==> config.mk <==
export PLATFORM = sky130hd
export DESIGN_NAME = pickupTap
export DESIGN_NICKNAME = d
export VERILOG_FILES = /design/src/logic/meshPkg.sv /design/src/logic/pickupTap.sv
export SDC_FILE = /design/constraint.sdc
export NUM_CORES = 1
export LEC_CHECK = 0
export ABC_AREA = 1
export BUFFER_PORTS_ARGS = -buffer_cell sky130_fd_sc_hd__buf_2
export CAP_MARGIN = 40
export CORE_UTILIZATION = 40
export CTS_CLUSTER_SIZE = 10
export DETAILED_ROUTE_END_ITERATION = 12
export SYNTH_ARGS = -nofsm -noshare
export SYNTH_HDL_FRONTEND = slang
export SYNTH_SLANG_ARGS = --single-unit
==> constraint.sdc <==
create_clock -name allValid -period 1.97 [get_ports allValid]
set_input_delay 0.4925 -clock allValid [delete_from_list [all_inputs] [get_ports allValid]]
set_output_delay 0.4925 -clock allValid [all_outputs]
set_load 0.03 [all_outputs]
==> src/logic/meshPkg.sv <==
package meshPkg;

  // Word width of displacements, samples and coefficients
  localparam int sampleW = 18;

  // Fraction bits of the fixed-point format
  localparam int fracBits = 16;

  // Width of the tension shift select
  localparam int shiftW = 3;

  // Node displacement or audio sample
  typedef logic signed [sampleW-1:0] sampleT;

  // Timbre coefficient, rho or eta
  typedef logic signed [sampleW-1:0] coefT;

  // Extra right shift on the tension term
  typedef logic [shiftW-1:0] shiftT;

  // Saturation limits of a sample
  localparam sampleT satMax = sampleT'((1 <<< (sampleW - 1)) - 1);
  localparam sampleT satMin = sampleT'(-(1 <<< (sampleW - 1)));

endpackage

==> src/logic/pickupTap.sv <==
`timescale 1ns/1ps

module pickupTap (
  input  logic            allValid,
  input  logic            rstN,
  input  logic            load,
  input  logic            stepped,
  input  meshPkg::sampleT cornerU,
  output meshPkg::sampleT sampleOut,
  output logic            sampleValid,
  output meshPkg::sampleT peakOut
);

  logic steppedQ;
  logic validQ;
  meshPkg::sampleT mag;

  // Magnitude of the corner, the most negative value saturates
  always_comb begin
    if (cornerU == meshPkg::satMin) begin
      mag = meshPkg::satMax;
    end else if (cornerU < 0) begin
      mag = -cornerU;
    end else begin
      mag = cornerU;
    end
  end

  // steppedQ marks the cycle right after an update edge
  always_ff @(posedge allValid or negedge rstN) begin
    if (!rstN) begin
      steppedQ  <= 1'b0;
      validQ    <= 1'b0;
      sampleOut <= '0;
      peakOut   <= '0;
    end else if (load) begin
      // New strike, drop samples in flight and clear the meter
      steppedQ <= 1'b0;
      validQ   <= 1'b0;
      peakOut  <= '0;
    end else begin
      steppedQ <= stepped;
      validQ   <= steppedQ;
      if (steppedQ) begin
        sampleOut <= cornerU;
        if (mag > peakOut) begin
          peakOut <= mag;
        end
      end
    end
  end

  // Strobe is suppressed in the load cycle of a restrike
  assign sampleValid = validQ & ~load;

  // Each sample traces back to an update two cycles earlier
  validFollowsStep: assert property (@(posedge allValid) disable iff (!rstN)
    sampleValid |-> $past(stepped, 2))
    else $error("sampleValid without a preceding step");

endmodule

Yosys cells after proc, flatten, opt, wreduce, memory -nomap -nowiden
Index checks and enable logic that the tools add are counted.
W data, S select, Z words.
{ "word_totals": {"mem_bits_rw": 0, "latchBits": 0, "elab_cells": 21, "mem_bits_ro": 0, "n_memories": 0, "register_bits": 38, "output_inout_bits": 37} }
{ "classes": {"multipliers": 0, "reduce_logical": 4, "magnitude_cmp": 2, "n_addsub": 1, "shifts": 0, "n_mux": 7, "n_eq_ne": 1, "bitwise_logic": 2, "n_div": 0} }
{ "op_table": {"columns": ["cell", "count"], "rows": [
  ["$mux W18", 5],
  ["$eq A18 B18 Y1 const B", 1],
  ["$gt A18 B18 Y1", 1],
  ["$lt A18 B1 Y1 const B", 1],
  ["$neg A18 Y18", 1],
  ["$reduce_and A2 Y1", 2],
  ["$reduce_bool A2 Y1", 2],
  ["$mux W1", 2],
  ["$and A1 B1 Y1", 1],
  ["$not A1 Y1", 1]
]} }

Logic depth before layout (Yosys ltp)
{ "logic_depth": {"depth_word": 7, "mapped_depth": 23, "ltp_nobuf": 21} }

Worst setup path after synthesis
Ideal clock, no wire load.
{ "synth_path": {"kind": "input port to flip-flop", "startpoint": "input cornerU[0]", "endpoint": "register peakOut[10]", "arrival_ps": 2770, "setup_time_ps": 66, "path_slack_ps": -866, "path_buffers": 2, "cell_stages": 18, "required_ps": 1904, "cell_sequence": "inv_1 ha_1 nand3_1 nor2_2 nand3_2 nor2_2 nand2_2 buf_6 nand3_1 ha_1 nand2_1 nor2_1 nand2_1 nor2_4 a31oi_4 clkbuf_1 nand4_1 nand2_1"} }
{ "synth_via": {"elab_chain_len": 6, "elab_cells_between_ends": 11, "classes_between": "add/sub: 1; order compare: 2; eq/ne: 1; mux: 5; reduce/logical: 2"} }
{ "synth_rtl": {"columns": ["element", "line_no", "source"], "rows": [
  ["from (decl)", "pickupTap.sv:8", "input meshPkg::sampleT cornerU,"],
  ["$neg A18 Y18 / $lt A18 B1 Y1 (equally long branches)", "pickupTap.sv:23, pickupTap.sv:22", null],
  ["$mux W18", "pickupTap.sv:22", "end else if (cornerU < 0) begin"],
  ["$mux W18 (*)", "pickupTap.sv:20", "if (cornerU == meshPkg::satMin) begin"],
  ["$gt A18 B18 Y1 / $mux W18 (equally long branches)", "pickupTap.sv:46", "if (mag > peakOut) begin"],
  ["$reduce_bool A2 Y1 (no source line) / $mux W18 (equally long branches)", null, null],
  ["$reduce_and A2 Y1 (no source line) / $mux W18 (equally long branches)", null, null],
  ["to (signal assigned)", "pickupTap.sv:47", "peakOut <= mag;"],
  ["to (decl)", "pickupTap.sv:11", "output meshPkg::sampleT peakOut"]
]} }
Every way passes the cells marked *; elsewhere a longest branch is shown, timed or not. The select of a mux whose other input is x is not followed.
A chain may end at the register's enable or synchronous reset.

Worst setup path in the final report
{ "layout_path": {"startpoint": "input cornerU[1]", "endpoint": "register peakOut[0]"} }
Same word-level chain as after synthesis.

==> metrics.csv <==
metric,value,unit
status,finished with violations,
violations,negative setup slack,
htreeDepth,2,
required,2150,ps
grt_pass1_vias,2984,
critPathKind,input pin to flip-flop,
yosys-top-cells-area,"dfrtp_1 36%, nand2_1 15%, ha_1 9.1%",
ys_seq_elements,38,
drtPass1Iterations,4,
grt_pass1_wl,13.7,mm
cts_root_buffer,clkbuf_8,
crit_arrival,3060,ps
critPathMaxFanout,5,
layout_setup_ws,-905,ps
syn-instance-count,355,
io_pins,59,
rrSetupSlack,-160,ps
reg2reg_from,peakOut[16]$_DFFE_PN0P_,
grt_max_degree,39,
crit_path_end,peakOut[0]$_DFFE_PN0P_,
areaGrowthSynthToFinish,64.0,%
finalHoldViolCount,0,
fin_crit,2880,ps
setup_viol,18,
multi_input_area,0.00186,mm^2
ir_drop,0.423,mV
synth-seq-area-share,0.363,
final_nets,532,
synth_nets,396,
layout-drive-gt1-share,0.474,
avgSynthCellArea,7.38,um^2
die_h,82.9,um
cap_viol_max_count,0,
synth_top_area_frac,0.363,
num-fill-cells,543,
post-route-period-util,1.46,
wl_per_cell,14.9,um
startpoint_type,input pin,
place_ws,-1190,ps
mostFrequentLayoutCell,nand2_1,
dieArea,0.00687,mm^2
clk_pin_slew,80,ps
cts_sinks,38,
core,0.00635,mm^2
hold_path.class,input pin to async pin,
syn_area,0.00262,mm^2
synth_top_cell_by_area,dfrtp_1,
final_cell_mix,"83 x nand2_1, 67 x buf_4, 56 x buf_2",
rr_worst_depth,13,
die_w,82.9,um
hpwl,5.46,mm
slew_headroom,0.467,
power.leakage,2.27,nW
synth_cell_types,28,
cts_tree,done,
routabilityCongestion,0.840,
max_slew.worst_pin.slew,798,ps
routed_wl,8.45,mm
io_buffers,58,
postRouteAntennaNets,0,
seq_area,951,um^2
fmax,348,MHz
power_density,615,mW/mm^2
synth_warnings,0,
grt_setup_unrepaired,yes,
num_antenna_cells,0,
row_count,29,
postLayoutCellArea,0.00429,mm^2
antenna_found_initial,0,
worstSkewPairLatency,290,ps
end_kind,flip-flop,
placed_area,0.00366,mm^2
vias_per_cell,5.05,
slew_viol_final,0,
overflow,0,
crit_start,cornerU[1],
fin_tns_setup,-15450,ps
fin_worst_skew,5.76,ps
timing.rr.end,peakOut[0]$_DFFE_PN0P_,
routed-via-count,2871,
drtIter0Drc,111,
grt_usage,0.244,
drc_errors,0,
start_util,0.412,
cts_buffers,5,
clock_tree.buffer_depth,2,
==> synth_stat cells (all sizes together) <==
master	count
o21ai	17
o21bai	1
clkinv	1
inv	49
nand4	20
dfrtp	38
xor2	7
clkbuf	6
a31oi	1
ha	19
a21oi	5
o31ai	1
nor3	1
nor2	29
nand3	40
buf	6
nand3b	2
nand2	111
a21o	1
==> worst min-delay path by stage <==
| stage | to | slack, ps | cells past startpoint |
|---|---|---|---|
| floorplan | peakOut[0]$_DFFE_PN0P_ | 200 | 0 |
| global placement | sampleOut[4]$_DFFE_PN0P_ | 450 | 2 |
| detailed placement | sampleOut[4]$_DFFE_PN0P_ | 460 | 2 |
| CTS | peakOut[0]$_DFFE_PN0P_ | 170 | 2 |
| global route | sampleOut[7]$_DFFE_PN0P_ | 170 | 2 |
| finish | peakOut[15]$_DFFE_PN0P_ | 160 | 2 |
==> critical path, stage by stage <==
cell	delay, ps
buf_12	110
inv_16	50
ha_4	130
nand3_4	70
nor2_4	170
nand3_4	110
nor2_4	160
nand2_4	100
buf_12	150
buf_16	120
nand2_4	60
ha_4	190
nand2_1	120
nor2_4	60
nand2_2	70
nand2_2	70
nand2_2	90
nand3_2	110
nand2_2	90
nand3_4	170
clkbuf_16	220
nand3_1	60
nand2_1	60
==> per-stage QoR <==
stage                     instances  power (mW)  hold slack [ps]   util
after global placement          538        1.79              454  0.577
after global routing            569        2.79              172  0.676
final                           569        2.64              161  0.676
after detailed placement        538        1.81              457  0.577
after CTS                       561        2.58              167  0.639
after floorplan                 355        1.49              197      -
==> final cells by class <==
class,count,area share
timing repair buffer,138,0.248
sequential,38,0.221
inverter,50,0.0492
tap,77,0.0224
clock buffer,5,0.0160
multi-input combinational,258,0.433
clock inverter,3,0.00932
==> per-layer routing <==
metal | up-vias | share of wire | wire length [um] | track usage
li1 | 1425 | - | - | -
met1 | 1354 | 0.43 | 3670 | 0.312
met2 | 74 | 0.51 | 4330 | 0.419
met3 | 18 | 0.030 | 257 | 0.0427
met4 | 0 | 0.024 | 204 | 0.0784
met5 | - | 0 | 0 | 0
==> timing repair <==
action / 4_1_cts / 5_1_grt
endpoints found under the setup margin: 18 / 18
setup buffers: 9 / 7
pin swaps: 10 / 35
hold buffers: 0 / 0
resized for setup: 34 / 33
gates cloned: 6 / 1
==> where the power goes <==
| group | total, mW | switching, mW | leakage [nW] | internal, mW |
|---|---|---|---|---|
| clock network | 0.673 | 0.300 | 0.0579 | 0.373 |
| logic | 1.06 | 0.637 | 1.72 | 0.422 |
| registers | 0.910 | 0.0496 | 0.498 | 0.861 |
| total | 2.64 | 0.986 | 2.27 | 1.66 |
==> state kept, by name, summed over array words and instances, names as in the netlist <==
| signal | cells |
|---|---|
| peakOut | 18 |
| sampleOut | 18 |
| steppedQ | 1 |
| validQ | 1 |
==> kinds of logic (layout without fill, tap and decap cells) <==
group                      Yosys count  in the layout  synth area share
buffers and inverters               62            196             0.100
xor gates and xnor gates             7              7            0.0234
adders and majority gates           19             19            0.0908
DFF                                 38             38             0.363
AOI/OAI and AO/OA                   26             26            0.0588
and+or+nand+nor                    203            206             0.364
(Power assumes the default switching activity.)
