--- src/logic/ctrlPkg.sv ---
package ctrlPkg;

  // Excitation FSM states
  // idle until the first strike
  // load for one cycle while nodes take their initial shape
  // run while the mesh steps every cycle
  typedef enum logic [1:0] {
    idle,
    load,
    run
  } exciteStateT;

endpackage

--- src/logic/meshPkg.sv ---
package meshPkg;

  // Word width of displacements, samples and coefficients
  localparam int sampleW = 18;

  // Fraction bits of the fixed-point format
  localparam int fracBits = 16;

  // Width of the tension shift select
  localparam int shiftW = 3;

  // Node displacement or audio sample
  typedef logic signed [sampleW-1:0] sampleT;

  // Timbre coefficient, rho or eta
  typedef logic signed [sampleW-1:0] coefT;

  // Extra right shift on the tension term
  typedef logic [shiftW-1:0] shiftT;

  // Saturation limits of a sample
  localparam sampleT satMax = sampleT'((1 <<< (sampleW - 1)) - 1);
  localparam sampleT satMin = sampleT'(-(1 <<< (sampleW - 1)));

endpackage

--- src/logic/meshCtrlIf.sv ---
`timescale 1ns/1ps

interface meshCtrlIf;

  // One-cycle pulse, nodes take their initial value
  logic load;
  // High while the mesh runs, one update per cycle
  logic step;

  // Timbre controls, constant between strikes
  meshPkg::coefT rho;
  meshPkg::coefT eta;
  meshPkg::shiftT tensionSel;

  // Excitation side drives everything
  modport ctrl (output load, output step, output rho, output eta, output tensionSel);

  // Mesh side only listens
  modport mesh (input load, input step, input rho, input eta, input tensionSel);

endinterface

--- src/logic/exciteControl.sv ---
`timescale 1ns/1ps

module exciteControl (
  input  logic           allValid,
  input  logic           rstN,
  input  logic           strike,
  input  meshPkg::coefT  rhoIn,
  input  meshPkg::coefT  etaIn,
  input  meshPkg::shiftT tensionIn,
  meshCtrlIf.ctrl        ctl
);

  ctrlPkg::exciteStateT state;
  logic strikeQ;
  logic strikeHit;
  logic strikeRise;
  logic loadNow;
  logic stepNow;
  meshPkg::coefT rhoQ;
  meshPkg::coefT etaQ;
  meshPkg::shiftT tensionQ;

  // A held strike counts once
  assign strikeRise = strike & ~strikeQ;

  // Strike edge detect and timbre capture
  always_ff @(posedge allValid or negedge rstN) begin
    if (!rstN) begin
      strikeQ   <= 1'b0;
      strikeHit <= 1'b0;
      rhoQ      <= '0;
      etaQ      <= '0;
      tensionQ  <= '0;
    end else begin
      strikeQ   <= strike;
      strikeHit <= strikeRise;
      // Controls are taken in the strike cycle
      if (strikeRise) begin
        rhoQ     <= rhoIn;
        etaQ     <= etaIn;
        tensionQ <= tensionIn;
      end
    end
  end

  // Load/run FSM
  // A strike restarts it from any state
  always_ff @(posedge allValid or negedge rstN) begin
    if (!rstN) begin
      state <= ctrlPkg::idle;
    end else if (strikeHit) begin
      state <= ctrlPkg::load;
    end else begin
      case (state)
        ctrlPkg::load: state <= ctrlPkg::run;
        ctrlPkg::run:  state <= ctrlPkg::run;
        default:       state <= ctrlPkg::idle;
      endcase
    end
  end

  assign loadNow = (state == ctrlPkg::load);
  assign stepNow = (state == ctrlPkg::run);

  // Drive the mesh control bus
  assign ctl.load       = loadNow;
  assign ctl.step       = stepNow;
  assign ctl.rho        = rhoQ;
  assign ctl.eta        = etaQ;
  assign ctl.tensionSel = tensionQ;

  // A strike edge gives load two edges later and run right after it
  strikeLoadRun: assert property (@(posedge allValid) disable iff (!rstN)
    strikeRise |-> ##2 loadNow ##1 stepNow)
    else $error("strike did not lead to load and then run");

  // Even back-to-back strikes give single-cycle load pulses
  loadSingleCycle: assert property (@(posedge allValid) disable iff (!rstN)
    loadNow |=> !loadNow)
    else $error("load held longer than one cycle");

endmodule

--- src/flat_wrapper.sv ---
// flat-port wrapper written by rule: the top's interface ports become plain ports
module exciteControl_flat 
  (allValid, rstN, strike, rhoIn, etaIn, tensionIn, ctl_load, ctl_step, ctl_rho, ctl_eta, ctl_tensionSel);
  meshCtrlIf ctl_i ();
  input  logic allValid;
  input  logic rstN;
  input  logic strike;
  input  meshPkg::coefT rhoIn;
  input  meshPkg::coefT etaIn;
  input  meshPkg::shiftT tensionIn;
  output wire logic [$bits(ctl_i.load)-1:0] ctl_load;
  output wire logic [$bits(ctl_i.step)-1:0] ctl_step;
  output wire logic [$bits(ctl_i.rho)-1:0] ctl_rho;
  output wire logic [$bits(ctl_i.eta)-1:0] ctl_eta;
  output wire logic [$bits(ctl_i.tensionSel)-1:0] ctl_tensionSel;
  assign ctl_load = ctl_i.load;
  assign ctl_step = ctl_i.step;
  assign ctl_rho = ctl_i.rho;
  assign ctl_eta = ctl_i.eta;
  assign ctl_tensionSel = ctl_i.tensionSel;
  exciteControl u_core (.allValid(allValid), .rstN(rstN), .strike(strike), .rhoIn(rhoIn), .etaIn(etaIn), .tensionIn(tensionIn), .ctl(ctl_i));
endmodule
--- config.mk ---
export PLATFORM = sky130hd
export DESIGN_NAME = exciteControl_flat
export DESIGN_NICKNAME = d
export VERILOG_FILES = /design/src/logic/ctrlPkg.sv /design/src/logic/meshPkg.sv /design/src/logic/meshCtrlIf.sv /design/src/logic/exciteControl.sv /design/src/flat_wrapper.sv
export SDC_FILE = /design/constraint.sdc
export NUM_CORES = 1
export LEC_CHECK = 0
export BUFFER_PORTS_ARGS = -buffer_cell sky130_fd_sc_hd__buf_2
export CORE_MARGIN = 1.5
export CORE_UTILIZATION = 35
export CTS_CLUSTER_DIAMETER = 80
export DETAILED_ROUTE_END_ITERATION = 8
export PLACE_DENSITY = 0.73
export SLEW_MARGIN = 20
export SYNTH_ARGS = -nofsm -noshare
export SYNTH_HDL_FRONTEND = slang
export SYNTH_SLANG_ARGS = --single-unit
export TNS_END_PERCENT = 1
--- constraint.sdc ---
create_clock -name allValid -period 1.2 [get_ports allValid]
set_input_delay 0.24 -clock allValid [delete_from_list [all_inputs] [get_ports allValid]]
set_output_delay 0.24 -clock allValid [all_outputs]
set_load 0.01 [all_outputs]
### Word level (Yosys, flattened, before mapping)

Index checks and enable logic that the tools add are counted.

| word-level totals | value |
|---|---|
| register bits after elaboration | 43 |
| input bits | 42 |
| output and inout bits | 41 |
| logic and storage cells | 13 |

| cells by class | value |
|---|---|
| equality and inequality tests | 2 |
| mux-type cells | 2 |
| bitwise gates (word level) | 2 |
| reductions and logical operators | 1 |

Operator list:

| kind | number |
|---|---|
| 2-to-1 mux 2 bit | 2 |
| == test 2 x 1 -> 1 bit, second input constant | 1 |
| == test 2 bit, second input constant | 1 |
| OR reduction 2 bit | 1 |
| bitwise AND 1 bit | 1 |
| inverter 1 bit | 1 |

### Depth between registers and ports, before layout

| logic depth | value |
|---|---|
| word-level depth | 4 |
| mapped depth | 3 |
| mapped depth without buffers | 3 |

### Least setup slack after synthesis

Ideal clock, no wire load.

| path | value |
|---|---|
| path type | register -> register |
| start point | register u_core.strikeQ |
| end point | register u_core.etaQ[14] (netlist: u_core.ctl.eta[14]) |
| arrival time | 1.039 ns |
| required time | 1.075 ns |
| path slack | 0.036 ns |
| stages on the path, launching flop included | 4 |
| cells stage by stage | dfrtp_1 > nor2b_4 > clkbuf_8 > mux2_2 |

| between the ends | value |
|---|---|
| longest elaborated chain between the ends | 2 |

RTL lines:

| what | line | text |
|---|---|---|
| start: declaration | exciteControl.sv:14 | `logic strikeQ;` |
| start signal: assignment | exciteControl.sv:35 | `strikeQ <= strike;` |
| inverter 1 bit | exciteControl.sv:24 | `assign strikeRise = strike & ~strikeQ;` |
| bitwise AND 1 bit | exciteControl.sv:24 |  |
| end signal: assignment | exciteControl.sv:40 | `etaQ <= etaIn;` |
| end: declaration | exciteControl.sv:20 | `meshPkg::coefT etaQ;` |

No other way between the ends.
A chain may end at the register's enable or synchronous reset.

### Worst setup path after layout

| path | value |
|---|---|
| start point | register u_core.strikeQ |
| end point | register u_core.etaQ[0] (netlist: u_core.ctl.eta[0]) |

Same word-level chain as after synthesis.

==> results.md <==
- Outcome: finished, violations left
- Failing checks: negative setup slack
- Power Dens Cells: 1488 nW/um2
- Met1 Use GR: 11.92%
- Psw: 861.0 uW
- Register Area: about 1100 um2
- Footprint of the multi-input gates: ~500 um2
- Most frequent cells in the layout: 80 x buf_2, 43 x dfrtp_1, 35 x mux2_2
- DRC Markers: 0
- Most common cell after layout, fill and taps aside: buf_2
- Total detailed-routing wirelength: 2927 um
- Synth Instances: 92
- Area grow syn2layout: 37.11%
- Die width: around 70 um
- Final Net Count: 225
- Post-DP HPWL: 2134 um
- Vias in the first global route: 1030
- Worst-Margin Slew: approximately 230 ps
- Combinational power share: 21.1%
- Worst EP arrival: 1400 ps
- Worst vdd ir: 879.3 uV
- Final core utilization: 50.48%
- Final setup margin: -32.11 ps
- Post-synthesis sequential area ratio: 66.20%
- CTS Buffer Depth: 2
- Vias/cell: 4.543
- Count of final hold-check violations: 0
- Antenna-violating nets left: 0
- CP bufs+invs: 1
- Placed cell count: 225
- Initial Util: 36.82%
- Synth Net Count: between 100 and 150
- Filler cell count in the final layout: 386
- DRT iter0 DRCs: 14
- Leading area contributor after synthesis: dfrtp_1
- H-tree levels: 2
- Post-route clock period utilization: 102.7%
- Net Sw Frac: 25.96%
- Die Footprint: 5062 um2
- Critical path, cell by cell: nor2b_4 -> buf_12 -> mux2_2
- Clk_lat worst skew: 280 ps
- Max-slew headroom: 84.89%
- Placed Area: 2108 um2
- Area share of the largest cell type after synthesis: 66.20%
- Internal: 2455 uW
- Row count: 24
- Pre-antenna DRT Iters: 4
- Leak: 0.001098 uW
- Hold/Removal Path Class: in -> reg
- N_diodes: 0
- Startpoint types: register
- First-pass GRT wire length: 4422 um
- FF+latch count, synth: 43
- Die Height: approximately 70 um
- GR Util met3: 2.707%
- Area contributors post-synth: dfrtp_1 66%, mux2_2 26%, clkbuf_8 2.5%, mux2_4 1.8%, ha_1 1.5%
- GR Util All Layers: 11.34%
- Worst-path clk slew: 80 ps
- Global route overflow: 0
- Family with the most delay on the worst path: flip-flops
- Setup-failing EPs final: 26
- Fin cells: 234
- Core area: around 4400 um2
- Root Driver: clkbuf_8
- CP max stage delay: 400 ps
- I/O pin total: 83
- Synthesized area: 1625 um2
- Share of cells above drive strength 1: 73.63%
- Sequential group share of total power: 52.8%
- Post-place setup slack: -30.09 ps
- Clock share of power: 26.2%
- Grt met2 use: 20.47%
- Warnings, synthesis: 0
- Antenna violations before repair: 0
- Syn Area/Cell: 17.67 um2
- Largest net degree at the start of global routing: 44
- IO buf count: between 80 and 90
- Unique masters post-synth: 9
- CP max FO: 23
- Post-route cell area: between 2000 and 2500 um2
- Worst setup EP type: register
- Slowest CP cell: dfrtp_1
- Setup Skew: roughly 2.5 ps
- Max_cap viols: 0
- Post-layout min period: 1232 ps
- Setup Buffers After CTS: 0
- CP Class: reg -> reg
- Final Max Tran Viols: 0
- Wire per inst: around 13 um
- Fmax: 811.6 MHz
- GRT Max-Usage Layer: met2
- TritonCTS Buffers: 5
- CTS sink cnt: 43
- Required @ worst endpoint: 1370 ps
- Placer Congestion: 0.6621
- RSZ-0062 raised after global routing: yes
- DR vias: 1063
- CTS tree: done
-- logic make-up after synthesis --
family,share of synthesized area (%)
and+or+nand+nor,1.077
muxes,27.48
DFF,66.20
adders and majority gates,1.539
buffers and inverters,3.695
-- flip-flops by register name (all words and copies together) (netlist names) --
register	cells
u_core.strikeQ	1
u_core.state	2
u_core.ctl.tensionSel	3
u_core.ctl.rho	18
u_core.strikeHit	1
u_core.ctl.eta	18
-- cells in the mapped netlist --
cell type   n
clkbuf_8    3
dfrtp_1    43
buf_6       1
nor2_1      1
mux2_4      2
mux2_2     37
nor2b_4     1
inv_1       2
ha_1        2
-- repair_timing --
item,CTS,global route
cloned,0,0
setup endpoints to repair,32,41
gates resized for setup,4,2
hold buffers,1,0
pin swaps,1,0
hold endpoints to repair,43,0
-- metal layers --
| layer | routed length, um | up-vias |
|---|---|---|
| li1 | - | 491 |
| met1 | 1196 | 526 |
| met2 | 1517 | 41 |
| met3 | 158 | 5 |
| met4 | 55 | 0 |
| met5 | 0 | - |
-- worst paths after layout --
kind                             startpoint  cells past startpoint  slack [ps]                        to
max reg2reg                  u_core.strikeQ                      3         -30         u_core.ctl.eta[0]
min reg2reg                u_core.strikeHit                      0         380           u_core.state[0]
max in group asynchronous              rstN                      3         540           u_core.state[0]
max                          u_core.strikeQ                      3         -30         u_core.ctl.eta[0]
min                                  strike                      1          80            u_core.strikeQ
min in group asynchronous              rstN                      3         460  u_core.ctl.tensionSel[0]
-- power by group through the flow --
stage,registers [uW],logic [uW],clock network [uW]
finish,1750,699,868
global route,1780,760,965
CTS,1750,709,916
detailed placement,1780,689,0
global placement,1770,677,0
floorplan,1870,254,0
-- stage by stage --
stage | TNS [ps] | total power [uW] | hold slack [ps]
after CTS | -812.7 | 3378 | 68.72
after global placement | -184.2 | 2450 | 232.3
after detailed placement | -456.7 | 2470 | 232.6
final | -481.0 | 3316 | 76.87
after global routing | -1484 | 3502 | 73.76
after floorplan | 0 | 2128 | -55.59
-- worst reg2reg max path, cell delays in order (launching register included) --
cell	delay, ps
dfrtp_1	400
nor2b_4	180
buf_12	190
mux2_2	350
-- area by class of cell --
type,instances,area share [%]
Sequential cell,43,48.29
Multi-Input combinational cell,43,22.52
Timing Repair Buffer,86,22.12
Clock buffer,6,3.257
Tap cell,52,2.920
Clock inverter,2,0.5615
Inverter,2,0.3369
Power figures use the tool's default switching activity.
